<file path="src/irq_settings.svh">
// Interrupt controller settings
// Sizing macros shared by the packages and the RTL blocks

`ifndef IRQ_SETTINGS_SVH
`define IRQ_SETTINGS_SVH

////////////////////////////////////////////////////////////
// Sizing
////////////////////////////////////////////////////////////

// Number of level-sensitive interrupt sources
`define IRQ_NUM_SRC 8

// Width of a source priority and of the global threshold
`define IRQ_PRIO_W 3

// Width of a source index, enough to name every source
`define IRQ_ID_W 3

`endif

</file>
<file path="src/irq_cfg_pkg.sv">
// Interrupt controller configuration types
// Holds the command opcode, the two views of the configuration word
// and the per-source configuration record

`include "irq_settings.svh"

package irq_cfg_pkg;

  // Opcode in the top bit of every configuration word
  typedef enum logic {
    OP_SRC    = 1'b0,
    OP_THRESH = 1'b1
  } cfg_op_e;

  // Total word width follows from the source-command layout
  localparam int cfg_word_w = 1 + `IRQ_ID_W + 1 + `IRQ_PRIO_W;
  localparam int thresh_pad_w = cfg_word_w - 1 - `IRQ_PRIO_W;

  // Source-command view, sets one source's enable and priority
  typedef struct packed {
    cfg_op_e                op;
    logic [`IRQ_ID_W-1:0]   src_id;
    logic                   enable;
    logic [`IRQ_PRIO_W-1:0] prio;
  } src_cmd_t;

  // Threshold-command view of the same word
  typedef struct packed {
    cfg_op_e                 op;
    logic [thresh_pad_w-1:0] pad;
    logic [`IRQ_PRIO_W-1:0]  threshold;
  } thresh_cmd_t;

  // The op field lines up in both views, so either view can read it
  typedef union packed {
    src_cmd_t    src;
    thresh_cmd_t thresh;
  } cfg_word_u;

  // Configuration held for one source
  typedef struct packed {
    logic                   enable;
    logic [`IRQ_PRIO_W-1:0] prio;
  } src_cfg_t;

endpackage

</file>
<file path="src/irq_core_pkg.sv">
// Interrupt controller datapath types
// Gateway request record and the claim response record

`include "irq_settings.svh"

package irq_core_pkg;

  ////////////////////////////////////////////////////////////
  // Gateway to max tree
  ////////////////////////////////////////////////////////////

  // Valid means the source is pending and enabled
  // The priority is carried along even when valid is low
  typedef struct packed {
    logic                   valid;
    logic [`IRQ_PRIO_W-1:0] prio;
  } src_req_t;

  ////////////////////////////////////////////////////////////
  // Claim port result
  ////////////////////////////////////////////////////////////

  // Valid is low when nothing was above the threshold at the claim,
  // and the id is then zero
  typedef struct packed {
    logic                 valid;
    logic [`IRQ_ID_W-1:0] id;
  } claim_rsp_t;

endpackage

</file>
<file path="src/irq_claim_ctrl.sv">
// Claim and complete controller
// Compares the tree winner against the threshold, registers the
// interrupt line and runs the claim and complete handshakes

`timescale 1ns/10ps

`include "irq_settings.svh"

module irq_claim_ctrl (
  input  logic                     clk_i,
  input  logic                     rst_i,
  input  logic                     max_valid_i,
  input  logic [`IRQ_PRIO_W-1:0]   max_prio_i,
  input  logic [`IRQ_ID_W-1:0]     max_idx_i,
  input  logic [`IRQ_PRIO_W-1:0]   threshold_i,
  input  logic                     claim_req_i,
  output logic                     claim_ack_o,
  output irq_core_pkg::claim_rsp_t claim_rsp_o,
  input  logic                     complete_req_i,
  input  logic [`IRQ_ID_W-1:0]     complete_id_i,
  output logic                     complete_ack_o,
  output logic [`IRQ_NUM_SRC-1:0]  claim_o,
  output logic [`IRQ_NUM_SRC-1:0]  complete_o,
  output logic                     irq_o
);

  localparam logic [`IRQ_NUM_SRC-1:0] one_hot_base = 1;

  logic above;
  logic claim_accept;
  logic complete_accept;

  // A zero priority can never be strictly above any threshold
  assign above = max_valid_i & (max_prio_i > threshold_i);

  assign claim_accept    = claim_req_i & ~claim_ack_o;
  assign complete_accept = complete_req_i & ~complete_ack_o;

  // Pulses are live only in the accept cycle so the gateways move
  // on the same edge that raises ack
  assign claim_o    = (claim_accept && above) ? (one_hot_base << max_idx_i) : '0;
  assign complete_o = complete_accept ? (one_hot_base << complete_id_i) : '0;

  ////////////////////////////////////////////////////////////
  // Registered outputs
  ////////////////////////////////////////////////////////////

  always_ff @(posedge clk_i) begin
    if (rst_i) begin
      irq_o          <= 1'b0;
      claim_ack_o    <= 1'b0;
      claim_rsp_o    <= '0;
      complete_ack_o <= 1'b0;
    end else begin
      irq_o <= above;
      // Each ack drops once its req is gone
      if (claim_accept) begin
        claim_ack_o       <= 1'b1;
        claim_rsp_o.valid <= above;
        claim_rsp_o.id    <= above ? max_idx_i : '0;
      end else if (!claim_req_i) begin
        claim_ack_o <= 1'b0;
      end
      if (complete_accept) begin
        complete_ack_o <= 1'b1;
      end else if (!complete_req_i) begin
        complete_ack_o <= 1'b0;
      end
    end
  end

endmodule

</file>
<file path="src/irq_ctrl_top.sv">
// Interrupt controller top level for a single target
// Connects the register block, one gateway per source, the max tree
// and the claim and complete controller

`timescale 1ns/10ps

`include "irq_settings.svh"

module irq_ctrl_top (
  input  logic                     clk_i,
  input  logic                     rst_i,
  input  logic [`IRQ_NUM_SRC-1:0]  irq_src_i,
  input  logic                     cfg_req_i,
  input  irq_cfg_pkg::cfg_word_u   cfg_word_i,
  output logic                     cfg_ack_o,
  input  logic                     claim_req_i,
  output logic                     claim_ack_o,
  output irq_core_pkg::claim_rsp_t claim_rsp_o,
  input  logic                     complete_req_i,
  input  logic [`IRQ_ID_W-1:0]     complete_id_i,
  output logic                     complete_ack_o,
  output logic                     irq_o
);

  irq_cfg_pkg::src_cfg_t  [`IRQ_NUM_SRC-1:0] src_cfg;
  irq_core_pkg::src_req_t [`IRQ_NUM_SRC-1:0] src_req;
  logic [`IRQ_PRIO_W-1:0]                    threshold;
  logic                                      max_valid;
  logic [`IRQ_PRIO_W-1:0]                    max_prio;
  logic [`IRQ_ID_W-1:0]                      max_idx;
  logic [`IRQ_NUM_SRC-1:0]                   claim;
  logic [`IRQ_NUM_SRC-1:0]                   complete;

  irq_reg_file i_reg_file (
    .clk_i       (clk_i),
    .rst_i       (rst_i),
    .cfg_req_i   (cfg_req_i),
    .cfg_word_i  (cfg_word_i),
    .cfg_ack_o   (cfg_ack_o),
    .src_cfg_o   (src_cfg),
    .threshold_o (threshold)
  );

  // One gateway per source, all sharing the claim and complete vectors
  for (genvar i = 0; i < `IRQ_NUM_SRC; i++) begin : gen_gw
    irq_gateway i_gateway (
      .clk_i      (clk_i),
      .rst_i      (rst_i),
      .src_i      (irq_src_i[i]),
      .cfg_i      (src_cfg[i]),
      .claim_i    (claim[i]),
      .complete_i (complete[i]),
      .req_o      (src_req[i])
    );
  end

  irq_max_tree #(
    .num_src (`IRQ_NUM_SRC),
    .width   (`IRQ_PRIO_W)
  ) i_max_tree (
    .req_i       (src_req),
    .max_valid_o (max_valid),
    .max_prio_o  (max_prio),
    .max_idx_o   (max_idx)
  );

  irq_claim_ctrl i_claim_ctrl (
    .clk_i          (clk_i),
    .rst_i          (rst_i),
    .max_valid_i    (max_valid),
    .max_prio_i     (max_prio),
    .max_idx_i      (max_idx),
    .threshold_i    (threshold),
    .claim_req_i    (claim_req_i),
    .claim_ack_o    (claim_ack_o),
    .claim_rsp_o    (claim_rsp_o),
    .complete_req_i (complete_req_i),
    .complete_id_i  (complete_id_i),
    .complete_ack_o (complete_ack_o),
    .claim_o        (claim),
    .complete_o     (complete),
    .irq_o          (irq_o)
  );

endmodule

</file>
<file path="src/irq_gateway.sv">
// Interrupt gateway for one level-sensitive source
// Latches the level as pending and blocks the source while it is
// in service, until the complete pulse releases it

`timescale 1ns/10ps

module irq_gateway (
  input  logic                   clk_i,
  input  logic                   rst_i,
  input  logic                   src_i,
  input  irq_cfg_pkg::src_cfg_t  cfg_i,
  input  logic                   claim_i,
  input  logic                   complete_i,
  output irq_core_pkg::src_req_t req_o
);

  // Request latched, waiting to be claimed
  logic pending;
  // Claimed by the core, not yet completed
  logic in_service;

  ////////////////////////////////////////////////////////////
  // Pending and in-service state
  ////////////////////////////////////////////////////////////

  always_ff @(posedge clk_i) begin
    if (rst_i) begin
      pending    <= 1'b0;
      in_service <= 1'b0;
    end else begin
      // Complete only has an effect while the source is in service
      if (complete_i && in_service) begin
        in_service <= 1'b0;
      end
      if (claim_i && pending) begin
        // Claim hands the pending request over to service
        pending    <= 1'b0;
        in_service <= 1'b1;
      end else if (src_i && !pending && !in_service) begin
        // A high level is only sampled while the gateway is idle
        pending <= 1'b1;
      end
    end
  end

  // Disabled sources keep their pending bit but drop out of the tree
  assign req_o.valid = pending & cfg_i.enable;
  assign req_o.prio  = cfg_i.prio;

endmodule

</file>
<file path="src/irq_max_tree.sv">
// Priority max-finding tree
// Purely combinational binary tree over the gateway requests, which
// forwards the highest valid priority and its index to the root.
// Equal priorities resolve to the lower source index.

`timescale 1ns/10ps

`include "irq_settings.svh"

module irq_max_tree #(
  parameter int num_src = `IRQ_NUM_SRC,
  parameter int width   = `IRQ_PRIO_W
) (
  input  irq_core_pkg::src_req_t [num_src-1:0] req_i,
  output logic                                 max_valid_o,
  output logic [width-1:0]                     max_prio_o,
  output logic [`IRQ_ID_W-1:0]                 max_idx_o
);

  // Leaves are padded up to the next power of two
  localparam int num_levels = $clog2(num_src);
  localparam int num_nodes  = 2**(num_levels+1) - 1;
  localparam int id_w       = `IRQ_ID_W;

  // Node 0 is the root, the children of node n are 2n+1 and 2n+2
  logic [num_nodes-1:0]                 vld_tree;
  logic [num_nodes-1:0][id_w-1:0]       idx_tree;
  logic [num_nodes-1:0][width-1:0]      val_tree;

  for (genvar level = 0; level <= num_levels; level++) begin : gen_tree
    // First node of this level and of the level above it
    localparam int base0 = 2**level - 1;
    localparam int base1 = 2**(level+1) - 1;

    for (genvar offset = 0; offset < 2**level; offset++) begin : gen_level
      localparam int pa = base0 + offset;
      localparam int c0 = base1 + 2*offset;
      localparam int c1 = base1 + 2*offset + 1;

      if (level == num_levels) begin : gen_leaf
        if (offset < num_src) begin : gen_src
          assign vld_tree[pa] = req_i[offset].valid;
          assign idx_tree[pa] = id_w'(offset);
          assign val_tree[pa] = width'(req_i[offset].prio);
        end else begin : gen_pad
          // Padding leaves can never win
          assign vld_tree[pa] = 1'b0;
          assign idx_tree[pa] = '0;
          assign val_tree[pa] = '0;
        end
      end else begin : gen_node
        logic sel;
        // Take the upper child only if it alone is valid or it is
        // strictly greater, so the lower index wins on a tie
        assign sel = (~vld_tree[c0] & vld_tree[c1]) |
                     (vld_tree[c0] & vld_tree[c1] & (val_tree[c1] > val_tree[c0]));
        assign vld_tree[pa] = sel ? vld_tree[c1] : vld_tree[c0];
        assign idx_tree[pa] = sel ? idx_tree[c1] : idx_tree[c0];
        assign val_tree[pa] = sel ? val_tree[c1] : val_tree[c0];
      end
    end
  end

  // With nothing valid the root follows leaf 0, giving index 0
  assign max_valid_o = vld_tree[0];
  assign max_prio_o  = val_tree[0];
  assign max_idx_o   = idx_tree[0];

endmodule

</file>
<file path="src/irq_reg_file.sv">
// Configuration register block
// Takes one configuration word per four-phase handshake and keeps
// the per-source enables and priorities and the global threshold

`timescale 1ns/10ps

`include "irq_settings.svh"

module irq_reg_file (
  input  logic                                         clk_i,
  input  logic                                         rst_i,
  input  logic                                         cfg_req_i,
  input  irq_cfg_pkg::cfg_word_u                       cfg_word_i,
  output logic                                         cfg_ack_o,
  output irq_cfg_pkg::src_cfg_t [`IRQ_NUM_SRC-1:0]     src_cfg_o,
  output logic [`IRQ_PRIO_W-1:0]                       threshold_o
);

  // A new request is only taken while ack is still low
  logic cfg_accept;

  assign cfg_accept = cfg_req_i & ~cfg_ack_o;

  ////////////////////////////////////////////////////////////
  // Handshake responder
  ////////////////////////////////////////////////////////////

  // Ack rises the cycle after acceptance and stays up while req is held
  always_ff @(posedge clk_i) begin
    if (rst_i) begin
      cfg_ack_o <= 1'b0;
    end else if (cfg_accept) begin
      cfg_ack_o <= 1'b1;
    end else if (!cfg_req_i) begin
      cfg_ack_o <= 1'b0;
    end
  end

  ////////////////////////////////////////////////////////////
  // Register update
  ////////////////////////////////////////////////////////////

  // The op bit picks which view of the word is decoded
  // The new value takes effect on the same edge that raises ack
  always_ff @(posedge clk_i) begin
    if (rst_i) begin
      src_cfg_o   <= '0;
      threshold_o <= '0;
    end else if (cfg_accept) begin
      if (cfg_word_i.src.op == irq_cfg_pkg::OP_SRC) begin
        src_cfg_o[cfg_word_i.src.src_id].enable <= cfg_word_i.src.enable;
        src_cfg_o[cfg_word_i.src.src_id].prio   <= cfg_word_i.src.prio;
      end else begin
        threshold_o <= cfg_word_i.thresh.threshold;
      end
    end
  end

endmodule

</file>
<file path="config.mk">
export PLATFORM = sky130hd
export DESIGN_NAME = irq_ctrl_top
export DESIGN_NICKNAME = d
export VERILOG_FILES = /design/src/irq_cfg_pkg.sv /design/src/irq_core_pkg.sv /design/src/irq_claim_ctrl.sv /design/src/irq_ctrl_top.sv /design/src/irq_gateway.sv /design/src/irq_max_tree.sv /design/src/irq_reg_file.sv
export VERILOG_INCLUDE_DIRS = /design/src /design/src/src
export SDC_FILE = /design/constraint.sdc
export NUM_CORES = 1
export LEC_CHECK = 0
export ABC_AREA = 1
export BUFFER_PORTS_ARGS = -buffer_cell sky130_fd_sc_hd__buf_4
export CORE_MARGIN = 3
export CORE_UTILIZATION = 60
export CTS_CLUSTER_DIAMETER = 50
export DETAILED_ROUTE_END_ITERATION = 8
export GPL_ROUTABILITY_DRIVEN = 1
export HOLD_SLACK_MARGIN = 0.02
export PLACE_DENSITY_LB_ADDON = 0.05
export SLEW_MARGIN = 10
export SYNTH_ARGS = -nofsm -noshare
export SYNTH_HDL_FRONTEND = slang
export SYNTH_HIERARCHICAL = 1
export SYNTH_SLANG_ARGS = --single-unit
</file>
<file path="constraint.sdc">
create_clock -name clk_i -period 5.7 [get_ports clk_i]
set_input_delay 0 -clock clk_i [delete_from_list [all_inputs] [get_ports clk_i]]
set_output_delay 0 -clock clk_i [all_outputs]
set_load 0.005 [all_outputs]
</file>
# After elaboration in Yosys (flattened, before gate mapping)

Cells that the tools add are included.

Output and inout port bits: 8
Input bits: 24
Memories kept: 0
RAM bits: 0
ROM bits: 0
Flip-flop bits (word level): 59
Bits in latches: 0

Bitwise gates (word level): 51
Reduce and logical (&&, ||, !) cells: 68
Multiply operators: 0
Shift-type cells: 2
Muxes and demuxes: 52
$add $sub $neg: 0
$lt $le $gt $ge: 10
Divide/modulo/power cells: 0
Equal/unequal tests: 3

Operators by type and width:

| operator                                              | number |
|---|---|
| bitwise mux 32 bit                                    | 2 |
| logical AND 1 bit                                     | 34 |
| bitwise AND 1 bit                                     | 33 |
| two-way mux 1 bit                                     | 33 |
| two-way mux 3 bit                                     | 10 |
| demux 4 bit (select 3 bit)                            | 2 |
| greater-than comparator 3 bit                         | 8 |
| logical NOT 1 bit                                     | 16 |
| two-way mux 8 bit                                     | 2 |
| nonzero test 2 bit                                    | 8 |
| OR reduction 2 bit                                    | 8 |
| left shift 1 x 3 -> 8 bit, first input constant       | 2 |
| NOT 1 bit                                             | 11 |
| OR 1 bit                                              | 7 |
| inequality test 2 x 1 -> 1 bit, second input constant | 3 |
| < comparator 3 x 4 -> 1 bit, second input constant    | 1 |
| two-way mux 2 bit                                     | 2 |
| two-way mux 4 bit                                     | 1 |
| AND reduction 2 bit                                   | 2 |
| >= comparator 3 x 1 -> 1 bit, second input constant   | 1 |

# Depth between registers and ports, before layout

Gate-level depths: netlist of the first run.

Depth in word-level cells: 19
Depth in mapped cells: 37
Gate-level depth less buffers: 36

# Modules after synthesis

The synthesis of the first run kept the hierarchy.

Modules (own cells, without submodules):

| module         | area an instance (µm²) | instances | cells an instance |
|---|---|---|---|
| irq_reg_file   | 1520.2                 | 1         | 218 |
| irq_max_tree   | 1057.3                 | 1         | 184 |
| irq_gateway    | 120.1                  | 8         | 17 |
| irq_claim_ctrl | 471.7                  | 1         | 73 |

# Least setup slack after synthesis of the first run

OpenSTA, ideal clock, no wires.

Path type: reg2reg
From: register i_reg_file/src_cfg_o[26] in the netlist's numbering
To: register gen_gw[0].i_gateway.pending
Period minus slack after synthesis: 4218 ps
Stages on the path, launching flop included: 35
Arrival time: 4104 ps
Setup time: 114 ps
Path slack: 1482 ps
Cell sequence: dfxtp_1 > buf_4 > inv_1 > ha_1 > a21oi_1 > nand2_1 > nand3_2 > nand2_1 > nand2_1 > nand2_1 > ha_1 > a21oi_1 > nand2_1 > nand2_1 > nand2_1 > nand2_2 > nand3_1 > and2_1 > ha_1 > and3_4 > a21oi_2 > nor2_4 > nor2_8 > inv_4 > nand3_1 > nand2_1 > ha_1 > nand3_1 > nand2_1 > inv_2 > nand4_2 > nor2_1 > nand2_2 > nand2_1 > a21oi_2

Longest elaborated chain between the ends: 18

Ends and longest elaborated chain:

| element                                                            | RTL line                               | source |
|---|---|---|
| from (decl)                                                        | irq_reg_file.sv:15                     | `` output irq_cfg_pkg::src_cfg_t [`IRQ_NUM_SRC-1:0] src_cfg_o, `` |
| greater-than comparator 3 bit                                      | irq_max_tree.sv:56                     | `(vld_tree[c0] & vld_tree[c1] & (val_tree[c1] > val_tree[c0]));` |
| bitwise AND 1 bit                                                  | irq_max_tree.sv:56                     |  |
| OR 1 bit                                                           | irq_max_tree.sv:55                     | `assign sel = (~vld_tree[c0] & vld_tree[c1]) \|` |
| two-way mux 3 bit or two-way mux 1 bit (tied branches)             | irq_max_tree.sv:59, irq_max_tree.sv:57 |  |
| greater-than comparator 3 bit or bitwise AND 1 bit (tied branches) | irq_max_tree.sv:56                     |  |
| bitwise AND 1 bit                                                  | irq_max_tree.sv:56                     |  |
| OR 1 bit                                                           | irq_max_tree.sv:55                     |  |
| two-way mux 3 bit or two-way mux 1 bit (tied branches)             | irq_max_tree.sv:59, irq_max_tree.sv:57 |  |
| [... 3 more ...]                                                   | n/a                                    |  |
| net i_max_tree.gen_tree[0].gen_level[0].gen_node.sel               | irq_max_tree.sv:52                     | `logic sel;` |
| [... 1 more ...]                                                   | n/a                                    |  |
| net max_prio[2]                                                    | irq_ctrl_top.sv:29                     | `` logic [`IRQ_PRIO_W-1:0] max_prio; `` |
| greater-than comparator 3 bit (*)                                  | irq_claim_ctrl.sv:34                   | `assign above = max_valid_i & (max_prio_i > threshold_i);` |
| bitwise AND 1 bit (*)                                              | irq_claim_ctrl.sv:34                   |  |
| logical AND 1 bit (*)                                              | irq_claim_ctrl.sv:41                   | `assign claim_o = (claim_accept && above) ? (one_hot_base << max_idx_i) : '0;` |
| two-way mux 8 bit (*)                                              | irq_claim_ctrl.sv:41                   |  |
| net claim[0]                                                       | irq_ctrl_top.sv:31                     | `` logic [`IRQ_NUM_SRC-1:0] claim; `` |
| logical AND 1 bit (*)                                              | irq_gateway.sv:35                      | `if (claim_i && pending) begin` |
| OR reduction 2 bit (no line) (*)                                   | n/a                                    |  |
| to (signal assigned)                                               | irq_gateway.sv:28                      | `pending <= 1'b0;` |
| to (signal assigned)                                               | irq_gateway.sv:37                      | `pending <= 1'b0;` |
| to (signal assigned)                                               | irq_gateway.sv:41                      | `pending <= 1'b1;` |
| to (decl)                                                          | irq_gateway.sv:18                      | `logic pending;` |

Mark *: on every way through the listed nets, which the timed path passes. The rest lies on a longest branch.
A chain may end at the register's enable or synchronous reset.

# Worst setup path in the final report of the first run

From: register i_reg_file/src_cfg_o[26] in the netlist's numbering
To: register gen_gw[7].i_gateway.pending

RTL lines:

| element                                                            | RTL line                               | source |
|---|---|---|
| greater-than comparator 3 bit                                      | irq_max_tree.sv:56                     |  |
| bitwise AND 1 bit                                                  | irq_max_tree.sv:56                     |  |
| OR 1 bit                                                           | irq_max_tree.sv:55                     |  |
| two-way mux 3 bit or two-way mux 1 bit (tied branches)             | irq_max_tree.sv:59, irq_max_tree.sv:57 |  |
| greater-than comparator 3 bit or bitwise AND 1 bit (tied branches) | irq_max_tree.sv:56                     |  |
| bitwise AND 1 bit                                                  | irq_max_tree.sv:56                     |  |
| OR 1 bit                                                           | irq_max_tree.sv:55                     |  |
| two-way mux 3 bit or two-way mux 1 bit (tied branches)             | irq_max_tree.sv:59, irq_max_tree.sv:57 |  |
| [... 2 more ...]                                                   | n/a                                    |  |
| OR 1 bit (*)                                                       | irq_max_tree.sv:55                     |  |
| two-way mux 3 bit (*)                                              | irq_max_tree.sv:58                     | `assign idx_tree[pa] = sel ? idx_tree[c1] : idx_tree[c0];` |
| net max_idx[2]                                                     | irq_ctrl_top.sv:30                     | `` logic [`IRQ_ID_W-1:0] max_idx; `` |
| left shift 1 x 3 -> 8 bit (*)                                      | irq_claim_ctrl.sv:41                   |  |
| two-way mux 8 bit (*)                                              | irq_claim_ctrl.sv:41                   |  |
| net claim[7]                                                       | irq_ctrl_top.sv:31                     |  |
| logical AND 1 bit (*)                                              | irq_gateway.sv:35                      |  |
| OR reduction 2 bit (no line) (*)                                   | n/a                                    |  |
| to (signal assigned)                                               | irq_gateway.sv:28                      |  |
| to (signal assigned)                                               | irq_gateway.sv:37                      |  |
| to (signal assigned)                                               | irq_gateway.sv:41                      |  |
| to (decl)                                                          | irq_gateway.sv:18                      |  |

Marked as above.

==> results.toml, run 1 <==
[run_status]
status = "complete, no violations"

[drt]
avgRoutedWirePerCell_um = 11.8
routed_wl_um = 8440
vias = 3553
drcViolationCount = 0
drtAntennaViolNets = 0
drtIter0Drc = 142
firstDrtPassIters = 4
vias_per_cell = 4.96

[power]
p_sw_mw = 0.246
ir_worst_vdd_v = 0.000141
p_int_mw = 0.721
report.power.total_mw = 0.966
leakage_nw = 2.10
power_density_mw_per_mm2 = 217
clkPwrFrac = 0.422
combPwrFrac = 0.130
swShare = 0.254
p_seq_frac = 0.448

[synthesis]
ys_seq_area_frac = 0.295
mappedNetlistNets = 659
syn_avg_cell_area_um2 = 6.56
synth_seq_cells = 59
ys_top_cells_by_area = "dfxtp_1, nand2_1, inv_1"
synth_top_area_frac = 0.295
synthDistinctLibCells = 30
synth_top_area_cell = "dfxtp_1"
synth_warnings = 6
synth_area_mm2 = 0.00401
synthCells = 611

[global_routing]
antenna_found_initial = 0
gr-total-overflow = 0
grt_pass1_vias = 3188
grt_use_total = 0.239
grt_max_degree = 36
grt_first_pass_wirelength_um = 14300

[floorplanning]
die_x_um = 87.8
die-area_mm2 = 0.00770
die-height_um = 87.8
num_rows = 29
num_io_pins = 32
core_area_mm2 = 0.00642
initial_core_util = 0.624

[timing]
tns_ns = 0
fin_crit_sh = 0.823
maxSlewViolCount = 0
skew_ns = 0.00891
max_freq_mhz = 213
finalSetupViolations = 0
max_slew_margin = 0.419
rsz0062_at_grt = "false"
tightest_slew_ns = 0.866
hold_violations = 0
hold_slack_ns = 0.0464
finalCriticalPeriod_ns = 4.69

[clock_network]
tritoncts = "yes"
clock_latency_ns = 0.34
cts_root_buf = "clkbuf_8"
post_cts_resized = 0
numClockSinks = 59
cts_setup_buffers = 0
clockBufferDepth = 2
clk_pin_slew_worst_paths_ns = 0.07
numCtsBuffers = 9
hold_buffers = 14
cts.htree.levels = 3

[critical_path]
critPathArrivalTime_ns = 4.92
crit_top_cell = "nand2_1"
cp-start-kind = "register"
ff2ff_path_depth = 33
crit_type = "reg2reg"
critPathLaunch = "i_reg_file/src_cfg_o[26]"
cpPeakStageDelay_ns = 0.37
critical_path_required_ns = 5.93
rr_endpoint = "gen_gw[7].i_gateway/pending"
worstReg2RegStart = "i_reg_file/src_cfg_o[26]"
rrSetupSlack_ns = 1.01
path_max_fanout = 9
worstSetupEndpoint = "gen_gw[7].i_gateway/pending"
cp-end-kind = "register"
slowest_stage = "dfxtp_1"

[placement]
dp_hpwl_um = 6560
place.gp.congestion = 0.844
portBuffers = 31
place_inst = 687

[finish]
final_cells = 717
drive_above_1_share = 0.155
final_common_cell = "nand2_1"
fin_nets = 683
nFillCells = 586
layout_common_cells = "nand2_1, inv_1, nor2_1"
multiInputGateArea_mm2 = 0.00223
num_antenna_cells = 0
synthToLayoutAreaGrowth_pct = 11.2
regArea_mm2 = 0.00118

[flow_run]
maxCapViolations = 0

[min_path]
hp-class = "in2reg"
## sequential cells by signal, summed over array words and instances (netlist names)
signal / cells
i_reg_file/src_cfg_o: 32
i_reg_file/threshold_o: 3
i_claim_ctrl/complete_ack_o: 1
i_claim_ctrl/claim_ack_o: 1
i_claim_ctrl/claim_rsp_o: 4
i_reg_file/cfg_ack_o: 1
i_claim_ctrl/irq_o: 1
gen_gw.i_gateway/pending: 8
gen_gw.i_gateway/in_service: 8
## how the worst min path moves through the flow
stage | cells after the start | start | slack [ns] | end
after floorplan | 1 | rst_i | 0.06 | gen_gw[0].i_gateway/in_service
after global placement | 3 | complete_req_i | 0.22 | i_claim_ctrl/complete_ack_o
after detailed placement | 3 | complete_req_i | 0.24 | i_claim_ctrl/complete_ack_o
after CTS | 2 | rst_i | 0.03 | i_claim_ctrl/claim_ack_o
after global routing | 2 | rst_i | 0.05 | gen_gw[4].i_gateway/in_service
final | 2 | rst_i | 0.05 | i_claim_ctrl/complete_ack_o
## power by group through the flow
stage	Clock [mW]	Sequential, mW	Combinational, mW
2_1_floorplan	0	0.438	0.0888
3_3_place_gp	0	0.441	0.114
3_5_place_dp	0	0.442	0.117
4_1_cts	0.417	0.433	0.125
5_1_grt	0.439	0.434	0.142
6_report	0.408	0.433	0.125
## worst max-delay path: cells and delay by family, from the launching register on
family,cells,cell delay (ns)
DFF,1,0.37
adders and majority gates,4,1.29
buffers and inverters,3,0.23
AOI/OAI and AO/OA,4,0.46
and+or+nand+nor,22,2.23
## stage by stage
| step | setup WS (ns) | utilization | instance area [um^2] |
|---|---|---|---|
| after floorplan | 1.48 | - | 4010 |
| after global placement | 1.15 | 0.640 | 4110 |
| after detailed placement | 1.03 | 0.640 | 4110 |
| after CTS | 1.01 | 0.695 | 4460 |
| after global routing | 0.586 | 0.695 | 4460 |
| final | 1.01 | 0.695 | 4460 |
## per-layer routing
layer	global-route usage	up-vias	routed length [um]
met5	0	-	0
met2	0.388	73	3930
met3	0.0583	10	418
li1	-	1918	-
met1	0.308	1552	3960
met4	0.0851	0	135
## kinds of logic after synthesis
logic type / synth area share
buffers and inverters: 0.148
AND/OR/NAND/NOR: 0.417
flip-flops: 0.295
AO/OA/AOI/OAI: 0.0649
adder cells (fa/ha/maj): 0.0749
## layout make-up
type / instances / share of cell area
Multi-Input combinational cell: 423 / 0.501
Sequential cell: 59 / 0.265
Timing Repair Buffer: 45 / 0.0836
Inverter: 97 / 0.0822
Clock buffer: 11 / 0.0295
Tap cell: 77 / 0.0216
Clock inverter: 5 / 0.0174
## Yosys cell counts (all sizes together)
library cell / number
o211ai: 1
nor2: 103
nand3b: 7
nor3: 2
nand4: 4
buf: 29
ha: 24
and3: 1
o21ai: 4
nand2: 166
clkbuf: 3
and2: 8
a21oi: 33
nand3: 70
dfxtp: 59
clkinv: 1
inv: 96
Note: power is estimated with default switching activity, not from simulation.
==> run 2, diff against run 1 <==
--- a/config.mk
+++ b/config.mk
@@ -9,7 +9,7 @@
 export ABC_AREA = 1
 export BUFFER_PORTS_ARGS = -buffer_cell sky130_fd_sc_hd__buf_4
 export CORE_MARGIN = 3
-export CORE_UTILIZATION = 60
+export CORE_UTILIZATION = 55
 export CTS_CLUSTER_DIAMETER = 50
 export DETAILED_ROUTE_END_ITERATION = 8
 export GPL_ROUTABILITY_DRIVEN = 1
==> constraint.sdc (replaced) <==
create_clock -name clk_i -period 3.9 [get_ports clk_i]
set_input_delay 0 -clock clk_i [delete_from_list [all_inputs] [get_ports clk_i]]
set_output_delay 0 -clock clk_i [all_outputs]
set_load 0.005 [all_outputs]
==> results.toml, run 2 (synthesis results as in run 1) <==
[placement]
placed_cell_area_mm2 = 0.00487
dp_hpwl_um = 7470
place_inst = 788
portBuffers = 31
place.gp.congestion = 0.861

[run_status]
violations = "setup timing"
status = "finished, violations left"

[critical_path]
critPathArrivalTime_ns = 4.75
worstSetupEndpoint = "gen_gw[5].i_gateway/pending"
critPathLaunch = "i_reg_file/src_cfg_o[10]"
ff2ff_path_depth = 35
cp-start-kind = "register"
crit_type = "reg2reg"
cp-end-kind = "register"
path_max_fanout = 5
rr_endpoint = "gen_gw[5].i_gateway/pending"
rrSetupSlack_ns = -0.61
slowest_stage = "dfxtp_2"
worstReg2RegStart = "i_reg_file/src_cfg_o[10]"
crit_top_cell = "buf_4"
critical_path_required_ns = 4.14
cpPeakStageDelay_ns = 0.35

[flow_run]
maxCapViolations = 0

[power]
power_density_mw_per_mm2 = 282
report.power.total_mw = 1.67
leakage_nw = 2.76
ir_worst_vdd_v = 0.000204

[clock_network]
numClockSinks = 59
clockBufferDepth = 2
clk_pin_slew_worst_paths_ns = 0.07
cts.htree.levels = 3
clock_latency_ns = 0.35
tritoncts = "yes"
numCtsBuffers = 9
cts_root_buf = "clkbuf_8"

[floorplanning]
die-area_mm2 = 0.00835
core_area_mm2 = 0.00694
num_rows = 30
initial_core_util = 0.577
num_io_pins = 32
die_x_um = 91.4
die-height_um = 91.4

[finish]
fin_nets = 793
synthToLayoutAreaGrowth_pct = 47.6
final_cells = 846
regMostFlops = "i_reg_file/src_cfg_o"
drive_above_1_share = 0.411
reg_top3 = "i_reg_file/src_cfg_o: 32 flops, gen_gw.i_gateway/in_service: 8 flops, gen_gw.i_gateway/pending: 8 flops"
stdcell_area_mm2 = 0.00592
final_common_cell = "buf_4"
num_antenna_cells = 0
layout_common_cells = "buf_4, nand2_1, inv_1"
largest_reg_flops = 32

[global_routing]
grt_first_pass_wirelength_um = 18300
antenna_found_initial = 0
grt_use_total = 0.270
grt_max_degree = 36
gr-total-overflow = 0
grt_busiest_layer = "met2"
met2_usage = 0.489
grt_use_met3 = 0.0522
grt_pass1_vias = 4247
use_met1 = 0.310

[min_path]
hp-class = "in2reg"

[timing]
max_slew_margin = 0.321
maxSlewViolCount = 0
fin_crit_sh = 1.16
finalCriticalPeriod_ns = 4.51
finalSetupViolations = 21
rsz0062_at_grt = "true"
hold_slack_ns = 0.0407
max_freq_mhz = 222
tightest_slew_ns = 1.01
setup_slack_ns = -0.608
hold_violations = 0
skew_ns = 0.00945

[drt]
drtIter0Drc = 255
firstDrtPassIters = 5
vias_per_cell = 5.27
avgRoutedWirePerCell_um = 14.9
drcViolationCount = 0
vias = 4459
routed_wl_um = 12600
drtAntennaViolNets = 0
run 2: changes by cell type in the layout (fill, tap and decap cells not counted), sizes merged:
cell and delta:
buf +110, bufinv +2, clkbuf -1, clkinv -1
run 2: through the flow:
stage          setup TNS, ns  setup slack, ns   util
2_1_floorplan          -3.30           -0.235      -
3_3_place_gp           -7.99           -0.452  0.702
3_5_place_dp          -10.65           -0.584  0.702
4_1_cts                -7.20           -0.414  0.816
5_1_grt               -14.51           -0.772  0.853
6_report              -11.24           -0.608  0.853
run 2: report_power, final:
part,internal (mW),total [mW],switching [mW]
clock,0.507,0.771,0.263
combinational,0.121,0.270,0.149
sequential,0.618,0.631,0.0128
total,1.25,1.67,0.425
run 2: worst min path at each step:
stage | start | endpoint | slack, ns | depth (start not counted)
after CTS | rst_i | i_reg_file/cfg_ack_o | 0.03 | 2
final | rst_i | i_reg_file/cfg_ack_o | 0.04 | 2
after detailed placement | complete_req_i | i_claim_ctrl/complete_ack_o | 0.23 | 3
after floorplan | rst_i | gen_gw[0].i_gateway/in_service | 0.06 | 1
after global placement | complete_req_i | i_claim_ctrl/complete_ack_o | 0.21 | 3
after global routing | rst_i | gen_gw[7].i_gateway/in_service | 0.04 | 2
run 2: layer usage:
layer,part of all wire,up-vias
met3,0.055,39
met4,0.035,0
li1,-,2146
met5,0,-
met1,0.41,2091
met2,0.50,183
run 2: critical path, delay by kind of cell (launching register included):
kind,cells,cell delay (ns)
adders and majority gates,3,0.66
AOI/OAI and AO/OA,2,0.22
DFF,1,0.35
and+or+nand+nor,18,1.78
buffers and inverters,12,1.37
run 2: cell type report:
type | count | area (um^2)
clock buffer | 10 | 138
multi-input combinational | 423 | 2760
tap | 96 | 120
fill | 377 | 1020
inverter | 97 | 372
timing repair buffer | 155 | 1210
clock inverter | 6 | 136
sequential | 59 | 1190
run 2: repair_timing:
action | CTS | global route
setup endpoints to repair | 21 | 21
buffers inserted | 21 | 7
pin swaps | 45 | 39
hold buffers | 14 | 0
resized for setup | 45 | 48
endpoints found under the hold margin | 14 | 0
==> run 3, diff against run 2 <==
--- a/config.mk
+++ b/config.mk
@@ -9,12 +9,13 @@
 export ABC_AREA = 1
 export BUFFER_PORTS_ARGS = -buffer_cell sky130_fd_sc_hd__buf_4
 export CORE_MARGIN = 3
-export CORE_UTILIZATION = 55
+export CORE_UTILIZATION = 45
 export CTS_CLUSTER_DIAMETER = 50
 export DETAILED_ROUTE_END_ITERATION = 8
 export GPL_ROUTABILITY_DRIVEN = 1
 export HOLD_SLACK_MARGIN = 0.02
-export PLACE_DENSITY_LB_ADDON = 0.05
+export PLACE_DENSITY = 0.66
+export REMOVE_ABC_BUFFERS = 1
 export SLEW_MARGIN = 10
 export SYNTH_ARGS = -nofsm -noshare
 export SYNTH_HDL_FRONTEND = slang
==> results.toml, run 3 (synthesis results as in run 1) <==
[run_status]
status = "finished, violations left"
violations = "setup timing"

[finish]
regMostFlops = "i_reg_file/src_cfg_o"
final_common_cell = "buf_4"
largest_reg_flops = 32
drive_above_1_share = 0.422
fin_nets = 791
multiInputGateArea_mm2 = 0.00283
reg_top3 = "i_reg_file/src_cfg_o: 32 flops, gen_gw.i_gateway/in_service: 8 flops, gen_gw.i_gateway/pending: 8 flops"
num_antenna_cells = 0
synthToLayoutAreaGrowth_pct = 47.5
stdcell_area_mm2 = 0.00591
layout_common_cells = "buf_4, nand2_1, inv_1"
nFillCells = 644
regArea_mm2 = 0.00119

[clock_network]
clockBufferDepth = 2
cts_root_buf = "clkbuf_8"
tritoncts = "yes"
numClockSinks = 59
numCtsBuffers = 9
clock_latency_ns = 0.34
clk_pin_slew_worst_paths_ns = 0.07
cts.htree.levels = 3

[global_routing]
antenna_found_initial = 0
gr-total-overflow = 0
grt_use_total = 0.220
grt_max_degree = 36
grt_first_pass_wirelength_um = 17800
grt_pass1_vias = 4076

[timing]
hold_violations = 0
maxSlewViolCount = 0
skew_ns = 0.00843
finalSetupViolations = 21
max_freq_mhz = 226
setup_slack_ns = -0.525
fin_crit_sh = 1.13
rsz0062_at_grt = "true"
tightest_slew_ns = 0.975
finalCriticalPeriod_ns = 4.43
max_slew_margin = 0.346
tns_ns = -9.82

[drt]
vias_per_cell = 5.05
drtIter0Drc = 245
firstDrtPassIters = 5
routed_wl_um = 11900
drcViolationCount = 0
vias = 4308
avgRoutedWirePerCell_um = 14.0
drtAntennaViolNets = 0

[placement]
portBuffers = 31
placed_cell_area_mm2 = 0.00480
place.gp.congestion = 0.919
dp_hpwl_um = 7570

[power]
ir_worst_vdd_v = 0.000338
power_density_mw_per_mm2 = 246
leakage_nw = 2.76

[critical_path]
crit_top_cell = "nand2_2"
worstReg2RegStart = "i_reg_file/src_cfg_o[2]"
critPathArrivalTime_ns = 4.66
slowest_stage = "dfxtp_2"
cpPeakStageDelay_ns = 0.34
crit_type = "reg2reg"
critPathLaunch = "i_reg_file/src_cfg_o[2]"
path_max_fanout = 6
ff2ff_path_depth = 31
cp-start-kind = "register"
critical_path_required_ns = 4.14
cp-end-kind = "register"

[floorplanning]
core_area_mm2 = 0.00842
die-height_um = 100
num_io_pins = 32
num_rows = 33
initial_core_util = 0.476
die_x_um = 100
die-area_mm2 = 0.0101

[min_path]
hp-class = "in2reg"
worstHoldStart = "rst_i"
whs_path_depth = 2

[flow_run]
maxCapViolations = 0
run 3: critical path, delay by kind of cell (launching register included):
family | cells | cell delay (ns)
compound gates | 3 | 0.35
buf+inv | 2 | 0.10
fa+ha+maj | 4 | 1.04
simple gates | 22 | 2.49
flops | 1 | 0.34
run 3: per-layer routing:
| metal | wire length (um) | vias up | GRT usage | share of wire |
|---|---|---|---|---|
| met2 | 5970 | 146 | 0.395 | 0.50 |
| met4 | 274 | 0 | 0.0767 | 0.023 |
| met3 | 662 | 31 | 0.0479 | 0.056 |
| li1 | - | 2141 | - | - |
| met5 | 0 | - | 0 | 0 |
| met1 | 5000 | 1990 | 0.257 | 0.42 |
run 3: worst paths after layout:
check,to,slack [ns]
setup / recovery,gen_gw[6].i_gateway/pending,-0.53
hold / removal,i_claim_ctrl/complete_ack_o,0.05
setup reg to reg,gen_gw[6].i_gateway/pending,-0.53
hold reg to reg,i_reg_file/threshold_o[1],0.46
run 3: metrics by stage:
stage | utilization | cells | hold slack, ns | total power, mW | setup slack, ns
6_report | 0.702 | 853 | 0.0457 | 1.45 | -0.525
5_1_grt | 0.702 | 853 | 0.0474 | 1.52 | -0.758
4_1_cts | 0.669 | 848 | 0.0266 | 1.44 | -0.393
3_5_place_dp | 0.570 | 802 | 0.233 | 0.847 | -0.653
3_3_place_gp | 0.570 | 802 | 0.216 | 0.840 | -0.482
2_1_floorplan | - | 579 | 0.0624 | 0.759 | -0.275
run 3: final cells by class:
cell class / count / area share
clock buffer: 11 / 0.0239
inverter: 97 / 0.0624
sequential: 59 / 0.202
clock inverter: 5 / 0.00889
multi-input combinational: 423 / 0.479
tap: 105 / 0.0222
timing repair buffer: 153 / 0.202
run 3: what timing repair did:
action,CTS,global route
gates resized for setup,76,58
pin swaps,58,53
hold buffers,14,0
hold endpoints to repair,14,0
buffers inserted,16,5
setup endpoints to repair,21,21
run 3: power by group:
part / switching (mW) / internal, mW
clock network: 0.248 / 0.309
logic: 0.145 / 0.123
registers: 0.0108 / 0.618
